File: config.mk
export PLATFORM = sky130hd
export DESIGN_NAME = lfsr17
export DESIGN_NICKNAME = d
export VERILOG_FILES = /design/src/lfsr17.sv
export SDC_FILE = /design/constraint.sdc
export NUM_CORES = 1
export LEC_CHECK = 0
export BUFFER_PORTS_ARGS = -buffer_cell sky130_fd_sc_hd__buf_2
export CAP_MARGIN = 25
export CORE_AREA = 2 2 39 41
export DETAILED_ROUTE_END_ITERATION = 10
export DIE_AREA = 0 0 41 43
export GPL_ROUTABILITY_DRIVEN = 0
export PLACE_DENSITY = 0.64
export SETUP_SLACK_MARGIN = 0.4
export SYNTH_ARGS = -nofsm -noshare
export SYNTH_HDL_FRONTEND = slang
export SYNTH_SLANG_ARGS = --single-unit
File: constraint.sdc
create_clock -name clk -period 0.8 [get_ports clk]
set_input_delay 0.08 -clock clk [delete_from_list [all_inputs] [get_ports clk]]
set_output_delay 0.08 -clock clk [all_outputs]
set_load 0.05 [all_outputs]
File: src/lfsr17.sv
// Way replacement LFSR
`timescale 1ns/1ps
`default_nettype none

module lfsr17 (
	input  wire logic        clk,
	input  wire logic        rst,
	output logic      [16:0] o
);

	// Nonzero start value, the all-zero state would lock the register
	localparam logic [16:0] SEED = 17'h0ACE1;

	// ==================================================================
	// Fibonacci register for x^17 + x^14 + 1
	// ==================================================================

	// Steps on every clock so the way choice drifts with time
	// The feedback of taps 17 and 14 gives the full 2^17-1 period
	always_ff @(posedge clk) begin
		if (rst) begin
			o <= SEED;
		end else begin
			o <= {o[15:0], o[16] ^ o[13]};
		end
	end

endmodule

`default_nettype wire

== After elaboration in Yosys (flattened, before gate mapping) ==
Index checks and enable logic that the tools add are counted.
Storage, ports and cells
  flip-flop bits (word level): 17
  bits of input ports: 2
  word-level logic and storage cells: 2
Operators by class
  bitwise operators: 1
Operators by type and width (count)
  XOR 1 bit: 1

== Logic depth before layout (Yosys ltp) ==
  depth in word-level cells: 1
  mapped depth: 2
  gate-level depth less buffers: 2

== Worst setup path after synthesis ==
No wires, ideal clock.
  kind: reg-to-reg
  start: register o[13]
  end: register o[0]
  setup time: 117 ps
  arrival: 861 ps
  path slack: -179 ps
  stages on the path, launching flop included: 3
  path buffers: 0
  path through: dfxtp_1 -> xnor2_1 -> nand2b_1
Between the ends
  longest elaborated chain between the ends: 1
Ends and longest elaborated chain
  start: declaration: line 8  | output logic [16:0] o
  start signal: assignment: line 24  | o <= {o[15:0], o[16] ^ o[13]};
  XOR 1 bit: line 24
Every way passes these cells.
A chain may end at the register's enable or synchronous reset.

== Worst setup path after layout ==
  start: register o[16]
  end: output o[16]
No word-level cell between the ends.

==> summary.txt <==
Clock network
  • Clock tree buffer depth: 2
  • Root buffer cell: clkbuf_4
  • CTS hold repair buffers: 0
  • Htree depth: 1
  • Clock sink count: 17
  • Inserted Clock Buffers: 3
  • CTS tree: yes
  • Worst-path clk slew: 0.11 ns
  • Clock latency on the worst-skew pair: 0.29 ns

Status
  • Status: finished with violations
  • Failing checks: negative setup slack

Layout
  • Top flop regs: o (17)
  • Biggest register: o
  • FILL cells: 109
  • Layout cells sized above 1: 0.729
  • Layout area overhead: 83.4%
  • Fin nets: 62
  • Most frequent cells in the layout: 17 x dfxtp_4, 17 x buf_8, 7 x or2_1, 7 x and2b_1, 3 x clkbuf_4
  • ANT cells: 0
  • Max reg flops: 17

Route
  • Vias per inst: 4.19
  • Drt drc: 0
  • DR pass1 iterations: 3
  • Detailed Route WL: 894 microns
  • DR iter-0 viols: 1
  • Vias after detailed routing: 314
  • WL per Instance: 11.9 microns
  • Post-DRT Antenna Nets: 0

Flow run
  • Max cap viols: 0

STA
  • Max-slew violations: 0
  • Max Clk Rate: 1130 MHz
  • RSZ-0062 raised after global routing: true
  • Worst slew margin: 0.807
  • Setup TNS Final: -1.21 ns
  • Worst-Margin Slew: 0.289 ns
  • Worst setup margin: -0.0868 ns
  • Final hold viol count: 0
  • Part of the cycle the worst path needs: 1.11
  • Worst Clk Skew: 0.0136 ns
  • Setup violations, final: 18
  • Min Tclk post-route: 0.887 ns

Pwr
  • Switching part of the total: 0.304
  • Switch Pwr: 0.553 mW
  • Int Power: 1.27 mW
  • Leak: 0.381 nW
  • Max rail drop VDD: 0.928 mV
  • P per Cell Area: 2090 nW/um^2
  • PnR Total Power: 1.82 mW
  • Comb power frac: 0.237
  • Clock share of power: 0.254
  • Reg power frac: 0.509

Worst setup path
  • Worst path cell trace: buf_8
  • Worst-path maximum fanout: 2
  • Critical Path Start Type: flop
  • CP bufs+invs: 1
  • Cell family with most CP delay: flip-flops
  • WP depth: 1
  • Required @ worst endpoint: 0.72 ns
  • WS Path Type: reg -> out
  • CP Capture Type: output port
  • Worst r2r path cells: 3
  • CP Data Arrival Time: 0.81 ns
  • Reg-to-reg slack, setup: -0.01 ns
  • Max incr delay on CP: 0.37 ns
  • Worst path slowest cell: dfxtp_4

Global routing
  • Grt total ovfl: 0
  • Maximum number of pins on one net before global-route repair: 18
  • First-pass GRT wire length: 1430 microns
  • Initial antenna violation count: 0
  • Vias in the first global route: 342
  • Overall Global Routing Usage: 0.132

Floorplanning
  • Core Region: 1380 sq um
  • Row Count: 14
  • Die height: 43 microns
  • Initial Util: 0.344
  • Io pins: 19
  • Die W: 41 microns
  • DIE AREA: 1760 sq um

Synthesis
  • Synthesized cell area: 475 sq um
  • Post-synth cell types: 7
  • Seq/Total Area, Yosys: 0.716
  • Seq cells post-synth: 17
  • Total number of yosys warnings: 0
  • Mapped Cells: 36
  • Synthesized area per cell: 13.2 sq um
  • Syn nets: 38

Placement
  • Dpl hpwl: 514 microns
  • IO buf count: 18

Hold path
  • Hold Path Class: in -> reg
  • Hold depth: 2
[kinds of logic (layout without fill, tap and decap cells)]
| group | count (synthesis) | after routing | synth area share |
|---|---|---|---|
| simple gates | 17 | 17 | 0.242 |
| buf+inv | 1 | 24 | 0.0237 |
| xor+xnor | 1 | 1 | 0.0184 |
| flops | 17 | 17 | 0.716 |
[cell type report]
type	count	area [sq um]	area share
clock buffers	4	26.3	0.0301
multi-input cells	18	146	0.168
flip-flops and latches	17	404	0.463
well taps	16	20.0	0.0230
repair buffers	20	275	0.316
[routing by layer]
metal | global-route usage | wire (microns) | part of all wire
met1 | 0.159 | 407 | 0.46
met2 | 0.181 | 445 | 0.50
met3 | 0.0471 | 41 | 0.046
met4 | 0.100 | 0 | 0
met5 | 0 | 0 | 0
[synthesized netlist by cell type]
cell type / number / area share
buf_6: 1 / 0.024
dfxtp_1: 17 / 0.72
xnor2_1: 1 / 0.018
and2b_1: 7 / 0.11
nor2b_1: 2 / 0.026
nand2b_1: 1 / 0.013
or2_1: 7 / 0.092
[metrics by stage]
stage	area [sq um]	setup slack (ns)	util	hold WS, ns	std cells
global placement	638	0.0662	0.461	0.421	69
global route	872	-0.121	0.630	0.148	75
detailed placement	638	0.129	0.461	0.429	69
floorplan	539	0.0734	-	0.246	36
CTS	857	-0.0854	0.619	0.116	75
finish	872	-0.0868	0.630	0.143	75
[power groups by stage]
stage | clock, mW | combinational, mW | sequential (mW)
6_report | 0.462 | 0.432 | 0.928
3_3_place_gp | 0 | 0.299 | 0.924
4_1_cts | 0.473 | 0.424 | 0.927
2_1_floorplan | 0 | 0.0471 | 1.12
5_1_grt | 0.526 | 0.448 | 0.935
3_5_place_dp | 0 | 0.299 | 0.925
[worst register-to-register path, stage by stage, from the launching register on]
cell,delay [ns]
dfxtp_4,0.36
buf_4,0.13
xnor2_2,0.13
nand2b_1,0.08
[worst paths after layout]
kind / startpoint / end
max reg2reg: o[16] / o[0]
max: o[16] / o[16]
min reg2reg: o[9] / o[10]
min: rst / o[12]
[timing repair]
item / 4_1_cts / 5_1_grt
gates resized for setup: 52 / 4
setup endpoints to repair: 34 / 34
pin swaps: 3 / 0
buffers inserted: 2 / 0
(Power assumes the default switching activity.)
