**src/icache_refill_macros.svh**
```systemverilog
// Instruction cache refill sizes
`ifndef ICACHE_REFILL_MACROS_SVH
`define ICACHE_REFILL_MACROS_SVH

// Width of one half line as it travels on the bus
`define ICACHE_BUNDLE_BITS 128

// Number of sets in the line store
`define ICACHE_SETS 16

// Fetch address width in bits
`define ICACHE_ADR_BITS 32

// Number of refill lines that may be in flight together
`define ICACHE_SLOTS 2

`endif

```
**src/bus_pkg.sv**
```systemverilog
// Bus transaction types
`default_nettype none

`include "icache_refill_macros.svh"

package bus_pkg;

	// Index of a refill slot
	typedef logic [$clog2(`ICACHE_SLOTS)-1:0] slot_t;

	// Transaction id carried by each request and echoed by its response
	// The sequence bit flips on every miss accepted into the slot,
	// so two ids issued back to back never compare equal
	typedef struct packed {
		logic  seq;
		slot_t slot;
		logic  half;
	} tid_t;

	// One response data word, a half line
	typedef logic [`ICACHE_BUNDLE_BITS-1:0] bus_data_t;

endpackage

`default_nettype wire

```
**src/icache_pkg.sv**
```systemverilog
// Instruction cache line types
`default_nettype none

`include "icache_refill_macros.svh"

package icache_pkg;

	// Byte offset bits inside a 32-byte line
	localparam int OFFSET_BITS = 5;
	localparam int SET_BITS = $clog2(`ICACHE_SETS);

	// Line address, the fetch address with the offset bits cleared
	typedef logic [`ICACHE_ADR_BITS-1:0] tag_t;

	// Set index, taken from the address just above the line offset
	typedef logic [SET_BITS-1:0] set_t;

	// A full line as it is handed to the store
	// Half 0 lives in the lower data bits
	typedef struct packed {
		logic [1:0]                      v;
		tag_t                            tag;
		logic [2*`ICACHE_BUNDLE_BITS-1:0] data;
	} line_t;

endpackage

`default_nettype wire

```
**src/icache_ack_processor.sv**
```systemverilog
// Refill response assembly
`timescale 1ns/1ps
`default_nettype none

`include "icache_refill_macros.svh"

module icache_ack_processor #(
	parameter int LOG_WAYS = 2
) (
	input  wire logic                                    clk,
	input  wire logic                                    rst,
	input  wire logic                                    ack,
	input  wire logic                                    ack_irq,
	input  wire bus_pkg::tid_t                           ack_tid,
	input  wire bus_pkg::bus_data_t                      ack_dat,
	input  wire icache_pkg::tag_t [`ICACHE_SLOTS-1:0]    slot_tags,
	input  wire logic [16:0]                             lfsr_o,
	output logic                                         wr_ic,
	output icache_pkg::line_t                            line,
	output logic [(LOG_WAYS > 0 ? LOG_WAYS : 1)-1:0]     way,
	output logic                                         done,
	output bus_pkg::slot_t                               done_slot
);

	localparam int WAY_W = (LOG_WAYS > 0) ? LOG_WAYS : 1;
	// A 1-way build masks the LFSR down to way 0
	localparam logic [WAY_W-1:0] WAY_MASK = WAY_W'((1 << LOG_WAYS) - 1);
	localparam int BB = `ICACHE_BUNDLE_BITS;

	bus_pkg::tid_t    last_tid;
	logic [1:0]       v [`ICACHE_SLOTS];
	logic [2*BB-1:0]  buf_data [`ICACHE_SLOTS];
	logic             counted;
	bus_pkg::slot_t   sel;
	logic             sel_ok;

	// ==================================================================
	// Response filter
	// ==================================================================

	// Interrupt responses are dropped here
	// A repeat of the last counted id is a duplicate and is ignored too
	assign counted = ack && !ack_irq && (ack_tid != last_tid);

	// Pick the lowest complete slot, a second one waits a cycle
	always_comb begin
		sel = '0;
		sel_ok = 1'b0;
		for (int n = `ICACHE_SLOTS - 1; n >= 0; n--) begin
			if (v[n] == 2'b11) begin
				sel = bus_pkg::slot_t'(n);
				sel_ok = 1'b1;
			end
		end
	end

	// ==================================================================
	// Line hand-off
	// ==================================================================

	assign wr_ic = sel_ok;
	assign done = sel_ok;
	assign done_slot = sel;
	// Low LFSR bits pick the victim way
	assign way = lfsr_o[WAY_W-1:0] & WAY_MASK;

	// The tag comes from the issuer's table, still held while the slot is busy
	always_comb begin
		line.v = v[sel];
		line.tag = slot_tags[sel];
		line.data = buf_data[sel];
	end

	always_ff @(posedge clk) begin
		if (rst) begin
			last_tid <= '0;
			for (int n = 0; n < `ICACHE_SLOTS; n++)
				v[n] <= 2'b00;
		end else begin
			// Valid bits drop in the same cycle the line goes out
			if (sel_ok)
				v[sel] <= 2'b00;
			if (counted) begin
				last_tid <= ack_tid;
				v[ack_tid.slot][ack_tid.half] <= 1'b1;
			end
		end
	end

	// Half data, placed by the half bit of the id
	always_ff @(posedge clk) begin
		if (counted) begin
			if (ack_tid.half)
				buf_data[ack_tid.slot][2*BB-1:BB] <= ack_dat;
			else
				buf_data[ack_tid.slot][BB-1:0] <= ack_dat;
		end
	end

endmodule

`default_nettype wire

```
**config.mk**
```make
export PLATFORM = sky130hd
export DESIGN_NAME = icache_ack_processor
export DESIGN_NICKNAME = d
export VERILOG_FILES = /design/src/bus_pkg.sv /design/src/icache_pkg.sv /design/src/icache_ack_processor.sv
export VERILOG_INCLUDE_DIRS = /design/src /design/src/src
export SDC_FILE = /design/constraint.sdc
export NUM_CORES = 1
export LEC_CHECK = 0
export BUFFER_PORTS_ARGS = -buffer_cell sky130_fd_sc_hd__buf_4
export CAP_MARGIN = 20
export CORE_MARGIN = 4
export CORE_UTILIZATION = 39
export CTS_CLUSTER_DIAMETER = 150
export CTS_CLUSTER_SIZE = 25
export DETAILED_ROUTE_END_ITERATION = 16
export PLACE_DENSITY = 0.64
export SLEW_MARGIN = 40
export SYNTH_ARGS = -nofsm -noshare
export SYNTH_HDL_FRONTEND = slang
export SYNTH_SLANG_ARGS = --single-unit
```
**constraint.sdc**
```tcl
create_clock -name clk -period 24 [get_ports clk]
set_clock_uncertainty 0.1 [all_clocks]
set_input_delay 3.6 -clock clk [delete_from_list [all_inputs] [get_ports clk]]
set_output_delay 3.6 -clock clk [all_outputs]
set_load 0.05 [all_outputs]
```
Yosys cells after proc, flatten, opt, wreduce, memory -nomap -nowiden --
Memories as Yosys holds them, arrays and structs flattened. Index checks and enable logic that the tools add are counted.
Cells by class: magnitude comparators 3, eq/ne operators 3, multiplexer cells 27, reduce and logical (&&, ||, !) cells 6
Operators with widths (count):
- $mux 32 | 2
- $mux 1 | 20
- $mux 2 | 4
- $eq 2x2->1 const B | 2
- $lt 1x2->1 const B | 2
- $reduce_or 2->1 | 2
- $logic_and 1x1->1 | 3
- $ne 3x3->1 | 1
- $demux 1 s1 | 1
- $ge 1x1->1 const B | 1
- $logic_not 1->1 | 1
Word-level totals: register bits after elaboration 3, RAM bits 516, input port bits 216, output and inout port bits 295, word-level logic and storage cells 44, memories kept 2
Memories:
- buf_data | words 2, width 256, rd ports 1, clocked after Yosys merged registers in 0, write ports 1, RTL line icache_ack_processor.sv:32 | logic [2*BB-1:0] buf_data [`ICACHE_SLOTS];
- v | words 2, width 2, rd ports 3, clocked after Yosys merged registers in 0, write ports 2, RTL line icache_ack_processor.sv:31 | logic [1:0] v [`ICACHE_SLOTS];

Depth between registers and ports, before layout --
An unclocked memory read counts as a cell.
depth after elaboration 9, depth in mapped cells 6, gate-level depth less buffers 3

Least setup slack after synthesis --
No wires, ideal clock.
path kind input to register, start point in ack_tid[1] (netlist bit), end point mem buf_data[0][0] (netlist bit), enable pin, library setup time 0.943 ns, arrival 16.010 ns, required time 22.957 ns, slack 6.946 ns, stages 1, path buffers 0, cell sequence nor4_1
Between the ends: longest elaborated chain between the ends 4
RTL lines:
- from (decl) | RTL line icache_ack_processor.sv:14 | input wire bus_pkg::tid_t ack_tid,
- $ne 3x3->1 | RTL line icache_ack_processor.sv:43 | assign counted = ack && !ack_irq && (ack_tid != last_tid);
- $logic_and 1x1->1 | RTL line icache_ack_processor.sv:43
- $mux 1 | RTL line icache_ack_processor.sv:92 | if (counted) begin
- $mux 1 (not written as such) | RTL line icache_ack_processor.sv:96 | buf_data[ack_tid.slot][BB-1:0] <= ack_dat;
- to (decl) | RTL line icache_ack_processor.sv:32
Several ways; a longest one is shown, not always the timed one.

==> flow_summary.json <==
{
  "slew_violations": 0,
  "gp_congestion": 0.7846,
  "p_leak_nw": 9.911,
  "r2r_slack_ns": 21.45,
  "yosysMostFrequentCell": "edfxtp_1",
  "synth_top_cells_by_count": "edfxtp_1 (512), mux2_4 (200), mux2_2 (88)",
  "fin_crit_ns": 7.899,
  "io_pins": 511,
  "grt.overflow.total": 0,
  "tns_ns": 0,
  "dr.pass1.iters": 4,
  "areaGrowthSynthToFinish_pct": 24.95,
  "yosysSeqAreaShare_pct": 76.96,
  "drc": 0,
  "dp_hpwl_um": 30380,
  "grt_start_max_net_pins": 76,
  "ir_drop_v": 0.00004498,
  "yosysWarnings": 0,
  "start_kind": "input pin",
  "grt_use_total_pct": 15.31,
  "r2r_end": "buf_data[0][78]",
  "grt_antenna_before_repair": 2,
  "setup_viol": 0,
  "crit_path_end_kind": "output pin",
  "drtIter0Drc": 543,
  "cp.required_ns": 20.30,
  "ant_nets": 0,
  "async_flop_share_pct": 0,
  "status": "complete, no violations",
  "post-cts-setup-buffers": 0,
  "cts-resized-gates": 0,
  "layout.nets": 1595,
  "finalHoldViolations": 0,
  "reg2regPathDepth": 5,
  "critPathMaxFanout": 1,
  "fin_hold_ws_ns": 0.3790,
  "synth_top_area_share_pct": 76.26,
  "power_density_nw_per_um2": 62.75,
  "syn_nets": 1097,
  "syn_inst": 881,
  "ys_types": 25,
  "worst_slew_pin_slew_ns": 0.8129,
  "clock_latency_ns": 0.56,
  "syn-cell-area_um2": 20160,
  "core_area_um2": 51200,
  "cts_root_buf": "clkbuf_16",
  "holdPathEnd": "last_tid[2]",
  "cts_max_level": 1,
  "cts.sinks": 519,
  "start_util_pct": 39.38,
  "clk_pin_slew_ns": 0.09,
  "max_freq_mhz": 126.6,
  "vias": 9820,
  "path_class": "input pin to output pin",
  "hp-class": "flop to flop",
  "relSlewSlack_pct": 45.81,
  "rsz0062_at_grt": "false",
  "cap_violations": 0,
  "rows": 83,
  "grt_pass1_vias": 10280,
  "portBuffers": 491,
  "ys_ff_latch": 519,
  "synth-edff-count": 512,
  "clock_tree.buffer_depth": 3,
  "postSynthAreaPerCell_um2": 22.88,
  "hp-start": "last_tid[2]",
  "hold_depth": 2,
  "yosys-top-cells-area": "edfxtp_1 (76%), mux2_4 (15%), mux2_2 (4.9%)",
  "fillers": 4221,
  "hold_buffers": 0,
  "die_w_um": 235.4,
  "die_y_um": 235.4,
  "cts_tree": "done",
  "yosysTopAreaCell": "edfxtp_1",
  "drt_wl_total_um": 44580,
  "final.period_utilization_pct": 32.91,
  "via_per_inst": 4.746,
  "arrival_ns": 4.20,
  "post_route_cells_drive_above_1_share_pct": 59.84,
  "die-area_um2": 55390,
  "numCtsBuffers": 24,
  "wl_per_cell_um": 21.55,
  "grt_first_pass_wirelength_um": 65430,
  "synthFlopType": "edfxtp_1",
  "r2r-start": "last_tid[2]"
}
-- flip-flops by register name, summed over array words and instances, names as in the netlist --
signal    count
buf_data    512
v             4
last_tid      3
-- worst max-delay path, cell delays in order --
cell,delay [ns]
buf_4,0.11
mux2_2,0.29
buf_4,0.20
-- routing by layer --
layer	global-route usage [%]	vias to the layer above	part of all wire, %	wire (um)
met5	0	-	0	0
met4	4.182	0	2.3	1005
met3	4.909	50	8.5	3800
met2	27.13	358	51	22960
met1	18.00	4948	38	16820
li1	-	4464	-	-
-- cell type report --
cell class	instances	area, um2	area share [%]
Clock inverter	2	25.02	0.09934
Tap cell	680	850.8	3.378
Antenna cell	2	5.005	0.01987
Clock buffer	32	630.6	2.503
Multi-Input combinational cell	323	4259	16.91
Sequential cell	519	15510	61.59
Inverter	4	15.01	0.05960
Timing Repair Buffer	507	3890	15.44
-- cell usage in the layout (no fill, tap or decap) --
cell type / n
o2111a_4: 1
o21ba_2: 3
clkbuf_1: 8
buf_16: 1
nor3b_1: 1
nor2_1: 1
clkinv_8: 1
buf_12: 3
mux2_4: 200
clkbuf_16: 24
nand2_2: 1
o311a_4: 2
buf_4: 496
buf_6: 7
nand2b_1: 2
nand2_1: 11
nor4_2: 1
nor3_1: 1
clkinv_4: 1
dfxtp_1: 7
a21oi_1: 3
xor2_1: 1
edfxtp_1: 512
o32ai_1: 1
inv_1: 4
nor2b_1: 3
diode_2: 2
mux2_2: 88
nand3_4: 1
a21boi_0: 2
-- per-stage QoR --
stage / area, um2 / power [mW] / worst slack, ns / utilization (%) / std cells
after floorplan: 20160 / 1.101 / 6.946 / - / 881
after global placement: 24440 / 1.153 / 16.09 / 47.73 / 2030
after detailed placement: 24530 / 1.157 / 16.09 / 47.90 / 2033
after CTS: 25180 / 1.603 / 16.09 / 49.19 / 2067
after global routing: 25190 / 1.640 / 16.09 / 49.20 / 2069
final: 25190 / 1.581 / 16.10 / 49.20 / 2069
-- power by group --
| part | switching [mW] | internal, mW | leakage (nW) |
|---|---|---|---|
| sequential | 0.00382 | 1.01 | 4.70 |
| combinational | 0.0710 | 0.0462 | 4.89 |
| clock | 0.260 | 0.186 | 0.316 |
-- worst max-delay path by stage --
| stage | startpoint | end | slack, ns | cells after the start |
|---|---|---|---|---|
| floorplan | ack_tid[1] | buf_data[0][0] | 6.95 | 1 |
| global placement | slot_tags[10] | line[266] | 16.09 | 3 |
| detailed placement | slot_tags[10] | line[266] | 16.09 | 3 |
| CTS | slot_tags[10] | line[266] | 16.09 | 3 |
| global route | slot_tags[10] | line[266] | 16.09 | 3 |
| finish | slot_tags[10] | line[266] | 16.10 | 3 |
-- cells by family (layout without fill, tap and decap cells) --
logic type,after synthesis,count (layout),share of synthesized area (%)
AOI/OAI and AO/OA,12,12,0.4965
xor gates and xnor gates,1,1,0.04345
buffers and inverters,39,545,2.166
DFF,519,519,76.96
muxes,288,288,19.81
other,0,2,0
and+or+nand+nor,22,22,0.5275
(Power assumes the default switching activity.)
